**config.mk**
```make
export PLATFORM = sky130hd
export DESIGN_NAME = game_ctrl_top
export DESIGN_NICKNAME = d
export VERILOG_FILES = /design/src/game_pkg.sv /design/src/game_ctrl_top.sv /design/src/game_status_wb.sv /design/src/game_control_fsm.sv /design/src/game_round.sv /design/src/delay_timer.sv /design/src/mouse_sync.sv
export SDC_FILE = /design/constraint.sdc
export NUM_CORES = 1
export LEC_CHECK = 0
export BUFFER_PORTS_ARGS = -buffer_cell sky130_fd_sc_hd__buf_2
export CORE_MARGIN = 8
export CORE_UTILIZATION = 35
export DETAILED_ROUTE_END_ITERATION = 8
export PLACE_DENSITY = 0.59
export SLEW_MARGIN = 40
export SYNTH_ARGS = -nofsm -noshare
export SYNTH_HDL_FRONTEND = slang
export SYNTH_SLANG_ARGS = --single-unit
```
**constraint.sdc**
```tcl
create_clock -name clk -period 6.05 [get_ports clk]
set_clock_uncertainty 0.2 [all_clocks]
set_input_delay 1.21 -clock clk [delete_from_list [all_inputs] [get_ports clk]]
set_output_delay 1.21 -clock clk [all_outputs]
set_load 0.05 [all_outputs]
```
**src/game_pkg.sv**
```systemverilog
// game control package
// screen areas, timing and scoring constants, state encoding and the
// packed types shared by the mouse, game-control and status blocks
package game_pkg;

    // ------------------------------------------------------------------------
    // coordinates and screen areas
    // ------------------------------------------------------------------------
    localparam int POS_W = 12;

    // start button, far edges exclusive
    localparam logic [POS_W-1:0] START_XPOS  = 12'd448;
    localparam logic [POS_W-1:0] START_YPOS  = 12'd360;
    localparam logic [POS_W-1:0] START_WIDTH = 12'd128;
    localparam logic [POS_W-1:0] AREA_HEIGHT = 12'd48;

    // in-game target
    localparam logic [POS_W-1:0] TARGET_XPOS   = 12'd600;
    localparam logic [POS_W-1:0] TARGET_YPOS   = 12'd200;
    localparam logic [POS_W-1:0] TARGET_WIDTH  = 12'd64;
    localparam logic [POS_W-1:0] TARGET_HEIGHT = 12'd64;

    // ------------------------------------------------------------------------
    // timing and scoring
    // ------------------------------------------------------------------------
    localparam int DELAY_CYCLES = 64;
    localparam int ROUND_CYCLES = 2000;
    localparam int TARGET_HITS  = 5;
    localparam int SCORE_W      = 4;
    localparam int COUNT_W      = 8;
    localparam int WB_ADDR_W    = 2;
    // counter widths, delay counter reaches DELAY_CYCLES itself
    localparam int DELAY_W = $clog2(DELAY_CYCLES + 1);
    localparam int ROUND_W = $clog2(ROUND_CYCLES);

    // ------------------------------------------------------------------------
    // types
    // ------------------------------------------------------------------------
    typedef struct packed {
        logic [POS_W-1:0] xpos;
        logic [POS_W-1:0] ypos;
        logic             left;
    } mouse_t;

    // exactly one enable high at a time
    typedef struct packed {
        logic start_screen_enable;
        logic game_enable;
        logic game_end_enable;
    } game_mode_t;

    typedef struct packed {
        logic [SCORE_W-1:0] score;
        logic               won;
    } round_result_t;

    typedef enum logic [1:0] {
        START_SCREEN = 2'b00,
        DELAY_START  = 2'b01,
        GAME_RUNNING = 2'b10,
        GAME_OVER    = 2'b11
    } game_state_t;

    // rectangle hit test, far edges exclusive
    function automatic logic in_rect(mouse_t m, logic [POS_W-1:0] x, logic [POS_W-1:0] y,
                                     logic [POS_W-1:0] w, logic [POS_W-1:0] h);
        return (m.xpos >= x) && (m.xpos < x + w) && (m.ypos >= y) && (m.ypos < y + h);
    endfunction

endpackage
```
**src/game_ctrl_top.sv**
```systemverilog
// game control top level
// mouse register, game-control FSM, start delay timer, round scoring
// and the Wishbone status port
`timescale 1ns/1ps

module game_ctrl_top (
    input  logic                            clk,
    input  logic                            rst,
    input  game_pkg::mouse_t                 mouse,
    output game_pkg::game_mode_t             mode,
    input  logic                            wb_cyc,
    input  logic                            wb_stb,
    input  logic                            wb_we,
    input  logic [game_pkg::WB_ADDR_W-1:0]  wb_adr,
    input  logic [31:0]                     wb_dat_w,
    output logic [31:0]                     wb_dat_r,
    output logic                            wb_ack
);

    game_pkg::mouse_t        mouse_q;
    logic                    click;
    logic                    start_delay;
    logic                    delay_done;
    logic                    round_over;
    game_pkg::round_result_t result;

    // ------------------------------------------------------------------------
    // mouse and control
    // ------------------------------------------------------------------------
    mouse_sync u_mouse_sync (
        .clk     (clk),
        .rst     (rst),
        .mouse   (mouse),
        .mouse_q (mouse_q),
        .click   (click)
    );

    game_control_fsm u_game_control_fsm (
        .clk         (clk),
        .rst         (rst),
        .mouse_q     (mouse_q),
        .click       (click),
        .delay_done  (delay_done),
        .round_over  (round_over),
        .start_delay (start_delay),
        .mode        (mode)
    );

    delay_timer u_delay_timer (
        .clk         (clk),
        .rst         (rst),
        .start_delay (start_delay),
        .delay_done  (delay_done)
    );

    // ------------------------------------------------------------------------
    // round scoring and status port
    // ------------------------------------------------------------------------
    game_round u_game_round (
        .clk        (clk),
        .rst        (rst),
        .mode       (mode),
        .mouse_q    (mouse_q),
        .click      (click),
        .round_over (round_over),
        .result     (result)
    );

    game_status_wb u_game_status_wb (
        .clk        (clk),
        .rst        (rst),
        .mode       (mode),
        .result     (result),
        .round_over (round_over),
        .wb_cyc     (wb_cyc),
        .wb_stb     (wb_stb),
        .wb_we      (wb_we),
        .wb_adr     (wb_adr),
        .wb_dat_w   (wb_dat_w),
        .wb_dat_r   (wb_dat_r),
        .wb_ack     (wb_ack)
    );

endmodule

```
**src/game_status_wb.sv**
```systemverilog
// game status registers on a Wishbone classic slave
// read-only view of mode, result and the games-played count
// writes are acknowledged and dropped
`timescale 1ns/1ps

module game_status_wb (
    input  logic                            clk,
    input  logic                            rst,
    input  game_pkg::game_mode_t             mode,
    input  game_pkg::round_result_t          result,
    input  logic                            round_over,
    input  logic                            wb_cyc,
    input  logic                            wb_stb,
    input  logic                            wb_we,
    input  logic [game_pkg::WB_ADDR_W-1:0]  wb_adr,
    input  logic [31:0]                     wb_dat_w,
    output logic [31:0]                     wb_dat_r,
    output logic                            wb_ack
);

    logic [game_pkg::COUNT_W-1:0] games_played;
    logic [31:0]                  rd_data;

    // finished rounds, wraps
    always_ff @(posedge clk) begin
        if (rst) begin
            games_played <= '0;
        end else if (round_over) begin
            games_played <= games_played + game_pkg::COUNT_W'(1);
        end
    end

    // ------------------------------------------------------------------------
    // register map
    // ------------------------------------------------------------------------
    always_comb begin
        rd_data = '0;
        case (wb_adr)
            2'd0:    rd_data[3:0] = {result.won, mode};
            2'd1:    rd_data[game_pkg::SCORE_W-1:0] = result.score;
            2'd2:    rd_data[game_pkg::COUNT_W-1:0] = games_played;
            default: rd_data = '0;
        endcase
    end

    // single ack one clock after the request, then released
    always_ff @(posedge clk) begin
        if (rst) begin
            wb_ack <= 1'b0;
        end else begin
            wb_ack <= wb_cyc && wb_stb && !wb_ack;
        end
    end

    // write cycles return zero
    always_ff @(posedge clk) begin
        wb_dat_r <= wb_we ? '0 : rd_data;
    end

    // ------------------------------------------------------------------------
    // checks
    // ------------------------------------------------------------------------
    a_ack_in_cycle : assert property (
        @(posedge clk) disable iff (rst)
        wb_ack |-> (wb_cyc && wb_stb)
    ) else $error("game_status_wb: ack outside a bus cycle");

    // master must hold clean write data until ack
    a_wdata_known : assert property (
        @(posedge clk) disable iff (rst)
        (wb_cyc && wb_stb && wb_we) |-> !$isunknown(wb_dat_w)
    ) else $error("game_status_wb: unknown write data");

endmodule

```
**src/game_control_fsm.sv**
```systemverilog
// game control FSM
// start screen, start delay, game running and game over, with one
// registered mode enable per state and the delay request to the timer
`timescale 1ns/1ps

module game_control_fsm (
    input  logic                clk,
    input  logic                rst,
    input  game_pkg::mouse_t     mouse_q,
    input  logic                click,
    input  logic                delay_done,
    input  logic                round_over,
    output logic                start_delay,
    output game_pkg::game_mode_t mode
);

    game_pkg::game_state_t state;
    game_pkg::game_state_t state_nxt;
    logic                  start_hit;

    // click on the start button
    assign start_hit = click &&
                       game_pkg::in_rect(mouse_q, game_pkg::START_XPOS, game_pkg::START_YPOS,
                                         game_pkg::START_WIDTH, game_pkg::AREA_HEIGHT);

    // ------------------------------------------------------------------------
    // next state
    // ------------------------------------------------------------------------
    always_comb begin
        state_nxt = state;
        case (state)
            game_pkg::START_SCREEN: begin
                if (start_hit) begin
                    state_nxt = game_pkg::DELAY_START;
                end
            end
            game_pkg::DELAY_START: begin
                if (delay_done) begin
                    state_nxt = game_pkg::GAME_RUNNING;
                end
            end
            game_pkg::GAME_RUNNING: begin
                if (round_over) begin
                    state_nxt = game_pkg::GAME_OVER;
                end
            end
            game_pkg::GAME_OVER: begin
                // any click, wherever it lands
                if (click) begin
                    state_nxt = game_pkg::START_SCREEN;
                end
            end
            default: state_nxt = game_pkg::START_SCREEN;
        endcase
    end

    // ------------------------------------------------------------------------
    // state and mode registers
    // ------------------------------------------------------------------------
    // mode decoded from the next state so it flips on the same edge
    // start screen stays up through the delay
    always_ff @(posedge clk) begin
        if (rst) begin
            state       <= game_pkg::START_SCREEN;
            mode        <= '{start_screen_enable: 1'b1, game_enable: 1'b0,
                             game_end_enable: 1'b0};
            start_delay <= 1'b0;
        end else begin
            state                    <= state_nxt;
            mode.start_screen_enable <= (state_nxt == game_pkg::START_SCREEN) ||
                                        (state_nxt == game_pkg::DELAY_START);
            mode.game_enable         <= (state_nxt == game_pkg::GAME_RUNNING);
            mode.game_end_enable     <= (state_nxt == game_pkg::GAME_OVER);
            start_delay              <= (state_nxt == game_pkg::DELAY_START);
        end
    end

    // ------------------------------------------------------------------------
    // checks
    // ------------------------------------------------------------------------
    // exactly one enable in every state
    a_mode_onehot : assert property (
        @(posedge clk) disable iff (rst)
        $onehot(mode)
    ) else $error("game_control_fsm: mode not one-hot");

endmodule

```
**src/game_round.sv**
```systemverilog
// game round
// scores clicks on the target rectangle while the game runs, times
// the round and reports its end with the final score and won flag
`timescale 1ns/1ps

module game_round (
    input  logic                   clk,
    input  logic                   rst,
    input  game_pkg::game_mode_t    mode,
    input  game_pkg::mouse_t        mouse_q,
    input  logic                   click,
    output logic                   round_over,
    output game_pkg::round_result_t result
);

    logic                         game_enable_q;
    logic                         round_start;
    logic                         hit_click;
    logic                         ended;
    logic [game_pkg::ROUND_W-1:0] timer;
    logic [game_pkg::SCORE_W-1:0] score;
    logic                         won;

    // first cycle of game_enable
    assign round_start = mode.game_enable & ~game_enable_q;

    // click on the target while the game runs
    assign hit_click = click && mode.game_enable &&
                       game_pkg::in_rect(mouse_q, game_pkg::TARGET_XPOS,
                                         game_pkg::TARGET_YPOS, game_pkg::TARGET_WIDTH,
                                         game_pkg::TARGET_HEIGHT);

    // ------------------------------------------------------------------------
    // score, timer and end of round
    // ------------------------------------------------------------------------
    always_ff @(posedge clk) begin
        if (rst) begin
            game_enable_q <= 1'b0;
            ended         <= 1'b0;
            round_over    <= 1'b0;
            timer         <= '0;
            score         <= '0;
            won           <= 1'b0;
        end else begin
            game_enable_q <= mode.game_enable;
            round_over    <= 1'b0;
            if (round_start) begin
                // new round, a hit in this very cycle still counts
                ended <= 1'b0;
                timer <= '0;
                won   <= 1'b0;
                score <= hit_click ? game_pkg::SCORE_W'(1) : '0;
            end else if (mode.game_enable && !ended) begin
                timer <= timer + game_pkg::ROUND_W'(1);
                if (score == game_pkg::SCORE_W'(game_pkg::TARGET_HITS)) begin
                    // goal reached
                    round_over <= 1'b1;
                    won        <= 1'b1;
                    ended      <= 1'b1;
                end else if (timer == game_pkg::ROUND_W'(game_pkg::ROUND_CYCLES - 1)) begin
                    // out of time, score stays as is
                    round_over <= 1'b1;
                    ended      <= 1'b1;
                end else if (hit_click) begin
                    score <= score + game_pkg::SCORE_W'(1);
                end
            end
        end
    end

    // held through game over and the next start screen
    assign result.score = score;
    assign result.won   = won;

    // ------------------------------------------------------------------------
    // checks
    // ------------------------------------------------------------------------
    a_score_bound : assert property (
        @(posedge clk) disable iff (rst)
        score <= game_pkg::SCORE_W'(game_pkg::TARGET_HITS)
    ) else $error("game_round: score above TARGET_HITS");

endmodule

```
**src/delay_timer.sv**
```systemverilog
// start delay timer
// counts clock cycles while the FSM holds its delay request and
// flags the end of the start delay
`timescale 1ns/1ps

module delay_timer (
    input  logic clk,
    input  logic rst,
    input  logic start_delay,
    output logic delay_done
);

    logic [game_pkg::DELAY_W-1:0] cnt;

    // held at zero whenever no delay is requested
    always_ff @(posedge clk) begin
        if (rst) begin
            cnt <= '0;
        end else if (!start_delay) begin
            cnt <= '0;
        end else begin
            cnt <= cnt + game_pkg::DELAY_W'(1);
        end
    end

    // terminal count, high in the last cycle of the delay
    assign delay_done = (cnt == game_pkg::DELAY_W'(game_pkg::DELAY_CYCLES - 1));

    // ------------------------------------------------------------------------
    // checks
    // ------------------------------------------------------------------------
    a_done_in_delay : assert property (
        @(posedge clk) disable iff (rst)
        delay_done |-> start_delay
    ) else $error("delay_timer: delay_done without start_delay");

endmodule

```
**src/mouse_sync.sv**
```systemverilog
// mouse input register
// samples the decoded mouse once per clock and turns the left
// button into a single-cycle click pulse on its rising edge
`timescale 1ns/1ps

module mouse_sync (
    input  logic            clk,
    input  logic            rst,
    input  game_pkg::mouse_t mouse,
    output game_pkg::mouse_t mouse_q,
    output logic            click
);

    // button level one cycle behind mouse_q
    logic left_prev;

    // ------------------------------------------------------------------------
    // input register
    // ------------------------------------------------------------------------
    always_ff @(posedge clk) begin
        if (rst) begin
            mouse_q   <= '0;
            left_prev <= 1'b0;
        end else begin
            mouse_q   <= mouse;
            left_prev <= mouse_q.left;
        end
    end

    // rising edge of the registered button
    // a held press gives one pulse only
    assign click = mouse_q.left & ~left_prev;

    // ------------------------------------------------------------------------
    // checks
    // ------------------------------------------------------------------------
    // pulse never stretches, even with a bouncing decoder upstream
    a_click_single : assert property (
        @(posedge clk) disable iff (rst)
        click |=> !click
    ) else $error("mouse_sync: click high in two consecutive cycles");

endmodule

```
==> results of run 1 <==
==> through the flow <==
stage | instance area, um2 | hold WS, ns | cells
3_3_place_gp | 3010 | 0.205 | 435
6_report | 3220 | 0.225 | 450
3_5_place_dp | 3010 | 0.211 | 435
4_1_cts | 3220 | 0.228 | 450
2_1_floorplan | 2910 | 0.218 | 330
5_1_grt | 3220 | 0.250 | 450
==> logic make-up (layout without fill, tap and decap cells) <==
family / after synthesis / in the layout
AND/OR/NAND/NOR: 133 / 133
flip-flops: 69 / 69
buffers and inverters: 39 / 57
AO/OA/AOI/OAI: 38 / 38
XOR/XNOR: 16 / 16
multiplexers: 6 / 6
adder cells (fa/ha/maj): 5 / 5
other: 1 / 24
==> area by class of cell <==
| type | instances | area (um2) | area share |
|---|---|---|---|
| well taps | 102 | 128 | 0.0396 |
| inverters | 5 | 20.0 | 0.00622 |
| clock buffers | 9 | 124 | 0.0385 |
| multi-input cells | 222 | 1290 | 0.401 |
| flip-flops and latches | 69 | 1380 | 0.429 |
| repair buffers | 37 | 185 | 0.0575 |
| clock inverters | 6 | 88.8 | 0.0276 |
==> worst max-delay path by stage <==
stage / start / end / slack [ns] / depth (start not counted)
finish: rst / u_game_round.score[1] / 3.29 / 4
global route: rst / u_game_round.score[1] / 3.17 / 4
CTS: rst / u_game_round.score[1] / 3.28 / 4
detailed placement: rst / u_game_round.score[1] / 2.92 / 4
global placement: rst / u_game_round.score[1] / 2.95 / 4
floorplan: rst / u_game_round.score[1] / 3.54 / 5
==> state kept, by name, summed over array words and instances (netlist names) <==
register                        cells
u_game_control_fsm.state            2
u_game_round.ended                  1
u_game_status_wb.wb_ack             1
u_game_round.timer                 11
u_game_status_wb.games_played       8
u_mouse_sync.mouse_q               19
u_game_round.round_over             1
u_game_control_fsm.mode             3
u_game_status_wb.wb_dat_r           8
u_game_round.game_enable_q          1
u_game_round.won                    1
u_game_round.score                  4
u_game_control_fsm.start_delay      1
u_delay_timer.cnt                   7
u_mouse_sync.left_prev              1
==> cell usage after synthesis (2+ instances only) <==
cell / n
nor2_1: 36
dfxtp_1: 69
o211ai_1: 2
nor3_1: 6
a21oi_1: 17
buf_4: 24
ha_1: 5
and3_1: 2
o21ai_1: 3
clkbuf_1: 10
or4_1: 3
nand2b_1: 4
nand4_1: 6
nand3b_1: 6
mux2i_1: 6
or3b_1: 3
or3_1: 6
and2_1: 4
inv_1: 4
o21ai_0: 5
nand3_1: 9
nand2_1: 17
nor3b_1: 2
o31ai_1: 5
nor2b_1: 24
xor2_1: 11
xnor2_1: 5
==> routing by layer <==
metal,part of all wire,up-vias
li1,-,1063
met1,0.52,897
met2,0.38,61
met3,0.078,10
met4,0.022,0
met5,0,-
==> power groups by stage <==
stage / logic [W] / registers, W / clock network [W]
global placement: 0.0000615 / 0.000476 / 0
detailed placement: 0.0000620 / 0.000476 / 0
floorplan: 0.0000615 / 0.000477 / 0
finish: 0.0000623 / 0.000465 / 0.000401
global route: 0.0000667 / 0.000466 / 0.000434
CTS: 0.0000621 / 0.000465 / 0.000415
==> metrics.md, run 1 <==
| Metric | Value |
|---|---|
| Compound-gate portion of the synthesized area | 0.0802 |
| Max clock buf depth | 2 |
| Mapped cell area | 2830 um2 |
| Switch share | 0.241 |
| Initial antenna violation count | 0 |
| CTS hold repair buffers | 0 |
| Synth area leaders | dfxtp_1 (49%), buf_4 (6.4%), nor2b_1 (5.3%), nor2_1 (4.8%), xor2_1 (3.4%) |
| Synth warn | 0 |
| Asr flop ratio synth | 0 |
| Post-CTS Setup Bufs | 0 |
| First-pass GRT wire length | 8.38 mm |
| Final setup vio count | 0 |
| Antenna cells | 0 |
| Largest delay share family, worst path | simple AND/OR/NAND/NOR gates |
| Largest family of logic cells by synthesized area | simple AND/OR/NAND/NOR gates |
| Post-CTS sizing | 0 |
| Number of synthesized flops with an enable pin | 0 |
| Worst Path Required | 6.10 ns |
| M2 GR Usage | 0.133 |
| Max Fclk | 362 MHz |
| Worst Reg-to-Reg Cells | 5 |
| Crit Path Max Fanout | 39 |
| Port-buffer cells | 37 |
| Slowest CP cell | or4_1 |
| Cells after synthesis | 307 |
| Worst Hold Path EP | u_game_status_wb.wb_ack |
| Vias in the first global route | 1997 |
| Total Wirelength | 4.93 mm |
| NumNets Final | 413 |
| Routability cong. | 0.722 |
| Worst-Margin Slew | 0.692 ns |
| 1st-pass router iterations | 4 |
| Initial core utilization | 0.364 |
| Critical-path cell list | buf_2 -> nand2b_1 -> or4_1 -> o31ai_1 |
| Peak supply drop | 0.116 mV |
| Post-synthesis xor/xnor area fraction | 0.0496 |
| Row count | 32 |
| FF+latch count, synth | 69 |
| Worst setup SP type | input pin |
| Post-layout min period | 2.76 ns |
| Most common flop cell mapped by yosys | dfxtp_1 |
| Die Wd | 106 um |
| Max-slew violations | 0 |
| Pre-CTS setup slack | 2.92 ns |
| Antenna-violating nets left | 0 |
| Total power | 0.000929 W |
| Most frequent cells in the layout | dfxtp_1 (69), buf_2 (37), nor2_1 (36) |
| Period utilisation layout | 0.456 |
| End-of-flow core utilization | 0.414 |
| Critical Path End Type | flip-flop |
| Die area | 11200 um2 |
| Most common cell after layout, fill and taps aside | dfxtp_1 |
| Layer with the highest usage | met2 |
| Inserted Clock Buffers | 9 |
| H-tree depth | 3 |
| Routing usage on met1 | 0.110 |
| Routed vias | 2031 |
| Top-area cell type share of the netlist area | 0.489 |
| Hold Crit Depth | 1 |
| P_int | 0.000705 W |
| Clock share of power | 0.432 |
| Largest net degree at the start of global routing | 40 |
| GRT Util Overall | 0.0903 |
| R2R Path Start | u_mouse_sync.mouse_q[16] |
| Yosys top cell by area | dfxtp_1 |
| Worst hold path type | reg -> reg |
| Adder-cell share of the synthesized area | 0.0221 |
| Worst hold start | u_game_status_wb.wb_ack |
| Layout fillers | 797 |
| Crit path largest cell delay | 0.63 ns |
| Wire length per cell | 11.0 um |
| Multiplexer share of the synthesized area | 0.0213 |
| CTS root buf | clkbuf_8 |
| P_leak | 1.26 nW |
| P per Cell Area | 289 nW/um2 |
| MaxCap Viol Count | 0 |
| # IOs | 100 |
| Chip height | 106 um |
| Syn avg cell area | 9.20 um2 |
| Combinational Power Share | 0.067 |
| Vias per Instance | 4.51 |
| Reg-to-Reg End | u_game_round.score[2] |
| Core area | 7770 um2 |
| GRT overflow | 0 |
| Rel. slew slack | 0.539 |
| Psw | 0.000224 W |
| CTS tree | done |
| Seq pwr share | 0.501 |
| Flop-to-flop setup slack | 3.88 ns |
| Outcome | complete, no violations |
| Setup total negative slack | 0 ns |
| Remaining DRCs | 0 |
| 1st-iter DRT viols | 71 |
| Setup WS post-layout | 3.29 ns |
| Library cells used by synthesis | 40 |
| GR Util met3 | 0.0323 |
| Layout area overhead | 14.0% |
| CTS clk-pin slew, worst paths | 0.08 ns |
| RSZ-0062 raised after global routing | no |
| WP buf/inv | 1 |
| WS Path Type | in -> reg |
| Share of cells above drive strength 1 | 0.152 |
| Hpwl dp | 3.65 mm |
| Post-synthesis sequential area ratio | 0.489 |
| Worst EP arrival | 2.81 ns |
| Skew-Pair Late Insertion Delay | 0.34 ns |
| Post-Synth Simple-Gate Area | 0.252 |
| Clock sink total | 69 |
| Final Hold Violating Endpoints | 0 |
Note: power is estimated with default switching activity, not from simulation.
==> run 2: changes to the inputs <==
--- a/config.mk
+++ b/config.mk
@@ -5,11 +5,12 @@
 export SDC_FILE = /design/constraint.sdc
 export NUM_CORES = 1
 export LEC_CHECK = 0
+export ABC_AREA = 1
 export BUFFER_PORTS_ARGS = -buffer_cell sky130_fd_sc_hd__buf_2
 export CORE_MARGIN = 8
 export CORE_UTILIZATION = 35
 export DETAILED_ROUTE_END_ITERATION = 8
-export PLACE_DENSITY = 0.59
+export PLACE_DENSITY = 0.6
 export SLEW_MARGIN = 40
 export SYNTH_ARGS = -nofsm -noshare
 export SYNTH_HDL_FRONTEND = slang
==> constraint.sdc (replaced) <==
create_clock -name clk -period 2.2 [get_ports clk]
set_clock_uncertainty 0.2 [all_clocks]
set_input_delay 0.44 -clock clk [delete_from_list [all_inputs] [get_ports clk]]
set_output_delay 0.44 -clock clk [all_outputs]
set_load 0.05 [all_outputs]
==> metrics.md, run 2 <==
| Metric | Value |
|---|---|
| Outcome | complete, no violations |
| Worst hold path type | in -> reg |
| Antenna cells | 0 (unchanged) |
| Initial core utilization | 0.360 (-0.00344) |
| Final std cells w/o fill | 565 (+26%) |
| Chip height | 108 um (+2.0%) |
| Largest net degree at the start of global routing | 23 (-43%) |
| Metal2 WL | 2.24 mm (+18%) |
| Number of synthesized flops with an enable pin | 0 (unchanged) |
| Antenna-violating nets left | 0 (unchanged) |
| Commonest cells in the netlist | nor2_1 (76), dfxtp_1 (69), nand2_1 (67) |
| Crit Path Max Fanout | 5 (-87%) |
| First-pass GRT wire length | 9.45 mm (+13%) |
| Share of cells above drive strength 1 | 0.150 (-0.00230) |
| Setup total negative slack | 0 ns (unchanged) |
| Most frequent cell after synthesis | nor2_1 |
| Vias in the first global route | 2232 (+12%) |
| Routability cong. | 0.774 (+7.1%) |
| Die area | 11700 um2 (+4.0%) |
| CTS tree | done |
| Setup WS post-layout | 0.393 ns (-2.90 ns) |
| Slowest CP cell | dfxtp_1 |
| R2R Path Start | u_game_round.score[1] |
| RSZ-0062 raised after global routing | no |
| Total power | 0.00255 W (+170%) |
| Worst Reg-to-Reg Cells | 10 (+5) |
| Period utilisation layout | 0.821 |
| FF+latch count, synth | 69 (unchanged) |
| Post-CTS sizing | 0 (unchanged) |
| Mapped cell area | 2960 um2 (+4.8%) |
| Remaining DRCs | 0 (unchanged) |
| Yosys top cell by area | dfxtp_1 |
| WP buf/inv | 1 (unchanged) |
| Row count | 33 (+3.1%) |
| FF+latch area | 1380 um2 (unchanged) |
| Initial antenna violation count | 0 (unchanged) |
| Cells after synthesis | 410 (+34%) |
| Top Metal Used | met4 |
| Wire length per cell | 9.56 um (-13%) |
| Synth warn | 0 (unchanged) |
| Skew-Pair Late Insertion Delay | 0.34 ns (about the same) |
| Worst setup SP type | flip-flop |
| Inserted Clock Buffers | 9 (unchanged) |
| Syn avg cell area | 7.22 um2 (-22%) |
| H-tree depth | 3 (unchanged) |
| Routed vias | 2359 (+16%) |
| Die Wd | 108 um (+2.0%) |
| Top flop regs | u_mouse_sync.mouse_q (19), u_game_round.timer (11) |
| NumNets Final | 524 (+27%) |
| Critical Path End Type | flip-flop |
| MaxCap Viol Count | 0 (unchanged) |
| Max-slew violations | 0 (unchanged) |
| Max clock buf depth | 2 (unchanged) |
| Pre-CTS setup slack | 0.421 ns (-2.50 ns) |
| Hpwl dp | 4.10 mm (+12%) |
| Hold Crit Depth | 3 (+2) |
| Most common cell after layout, fill and taps aside | nor2_1 |
| Worst EP arrival | 1.83 ns (-0.98 ns) |
| Library cells used by synthesis | 30 (-25%) |
| Multi-input logic area | 1190 um2 (-7.7%) |
| WS Path Type | reg -> reg |
| GRT Util Overall | 0.101 (+0.0108) |
| Layout fillers | 849 (+6.5%) |
| GRT overflow | 0 (unchanged) |
| Final Hold Violating Endpoints | 0 (unchanged) |
| CP most frequent cell | nor2_1 |
| P_leak | 1.62 nW (+29%) |
| Met1 WL | 2.58 mm (+1.1%) |
| Clock sink total | 69 (unchanged) |
| Top-area cell type share of the netlist area | 0.467 (-0.0223) |
| Worst hold start | mouse[7] |
| Post-CTS Setup Bufs | 0 (unchanged) |
| P per Cell Area | 752 nW/um2 (+160%) |
| # IOs | 100 (unchanged) |
| Cells after DPL | 549 (+26%) |
| CTS root buf | clkbuf_8 |
| CP startpoint | u_game_round.score[1] |
| Met3 wire length | 440 um (+15%) |
| Total Wirelength | 5.40 mm (+9.5%) |
| Layout area overhead | 14.7% |
| Most common flop cell mapped by yosys | dfxtp_1 |
| Asr flop ratio synth | 0 (unchanged) |
| Largest delay share family, worst path | simple AND/OR/NAND/NOR gates |
| End-of-flow core utilization | 0.413 (-0.00134) |
| Worst Path Required | 2.23 ns (-3.87 ns) |
| Vias per Instance | 4.18 (-7.5%) |
| 1st-pass router iterations | 4 (unchanged) |
| Reg with most FFs | u_mouse_sync.mouse_q |
| Max Fclk | 553 MHz |
| CTS hold repair buffers | 0 (unchanged) |
| Max FFs per register | 19 (unchanged) |
| Most frequent cells in the layout | nor2_1 (76), dfxtp_1 (69), nand2_1 (67) |
| Post-layout min period | 1.81 ns |
| Core area | 8220 um2 (+5.8%) |
| Critical-path cell list | inv_1 -> ha_1 -> nand3_1 -> nand2_1 -> nor2_1 -> nand3_2 -> nand2_1 -> nor2_1 -> nor2_1 -> nor2_1 |
| Synth area leaders | dfxtp_1 (47%), nor2_1 (9.6%), nand2_1 (8.5%), inv_1 (8.4%), buf_4 (6.1%) |
| Post-synthesis sequential area ratio | 0.467 (-0.0223) |
| Port-buffer cells | 37 (unchanged) |
| CTS clk-pin slew, worst paths | 0.07 ns (about the same) |
| Crit path largest cell delay | 0.42 ns (-0.21 ns) |
| Critical path depth in cells | 10 (+6) |
| 1st-iter DRT viols | 36 (-49%) |
| Peak supply drop | 0.319 mV (+180%) |
| Final setup vio count | 0 (unchanged) |
run 2: cell types whose count changed after synthesis, moves of 7 or more:
cell,change
clkbuf_1,-7
nand3_1,+18
xor2_1,-10
nor2b_1,-24
nand2_1,+50
inv_2,+7
nor2_1,+40
inv_1,+62
run 2: area by class of cell:
type | instances | area share
flip-flops and latches | 69 | 0.407
repair buffers | 39 | 0.0590
inverters | 74 | 0.0818
multi-input cells | 262 | 0.351
well taps | 105 | 0.0387
clock buffers | 13 | 0.0498
clock inverters | 3 | 0.0125
run 2: worst paths after layout:
| check | to | slack [ns] |
|---|---|---|
| setup / recovery | u_game_round.score[0] | 0.39 |
| hold / removal | u_mouse_sync.mouse_q[7] | 0.1 |
| setup reg to reg | u_game_round.score[0] | 0.39 |
| hold reg to reg | u_game_status_wb.wb_ack | 0.22 |
run 2: kinds of logic (layout without fill, tap and decap cells):
logic type                 Yosys count  after routing  synth area share
adders and majority gates            5              5            0.0211
other                                1             24           0.00127
buffers and inverters              102            129             0.160
and+or+nand+nor                    193            193             0.275
xor gates and xnor gates             4              4            0.0118
AOI/OAI and AO/OA                   36             36            0.0642
DFF                                 69             69             0.467
run 2: power by group:
part           switching (W)  leakage (nW)  total (W)  internal (W)
Sequential        0.00000934         0.561    0.00128       0.00127
Combinational       0.000153         0.951   0.000193     0.0000400
Clock               0.000465         0.106    0.00108      0.000615
run 2: worst reg2reg max path, stage by stage (launching register included):
cell     delay (ns)
dfxtp_1        0.42
inv_1          0.06
ha_1           0.17
nand3_1        0.10
nand2_1        0.08
nor2_1         0.23
nand3_2        0.19
nand2_1        0.10
nor2_1         0.04
nor2_1         0.08
nor2_1         0.04
run 2: per-layer routing:
metal  GRT usage  vias up
li1            -     1291
met1       0.120      987
met2       0.153       70
met3      0.0303       11
met4      0.0714        0
met5           0        -
run 2: through the flow:
| stage | area, um2 | hold slack [ns] |
|---|---|---|
| final | 3390 | 0.0951 |
| after global routing | 3390 | 0.0916 |
| after CTS | 3390 | 0.0797 |
| after detailed placement | 3180 | 0.203 |
| after global placement | 3180 | 0.203 |
| after floorplan | 3050 | 0.211 |
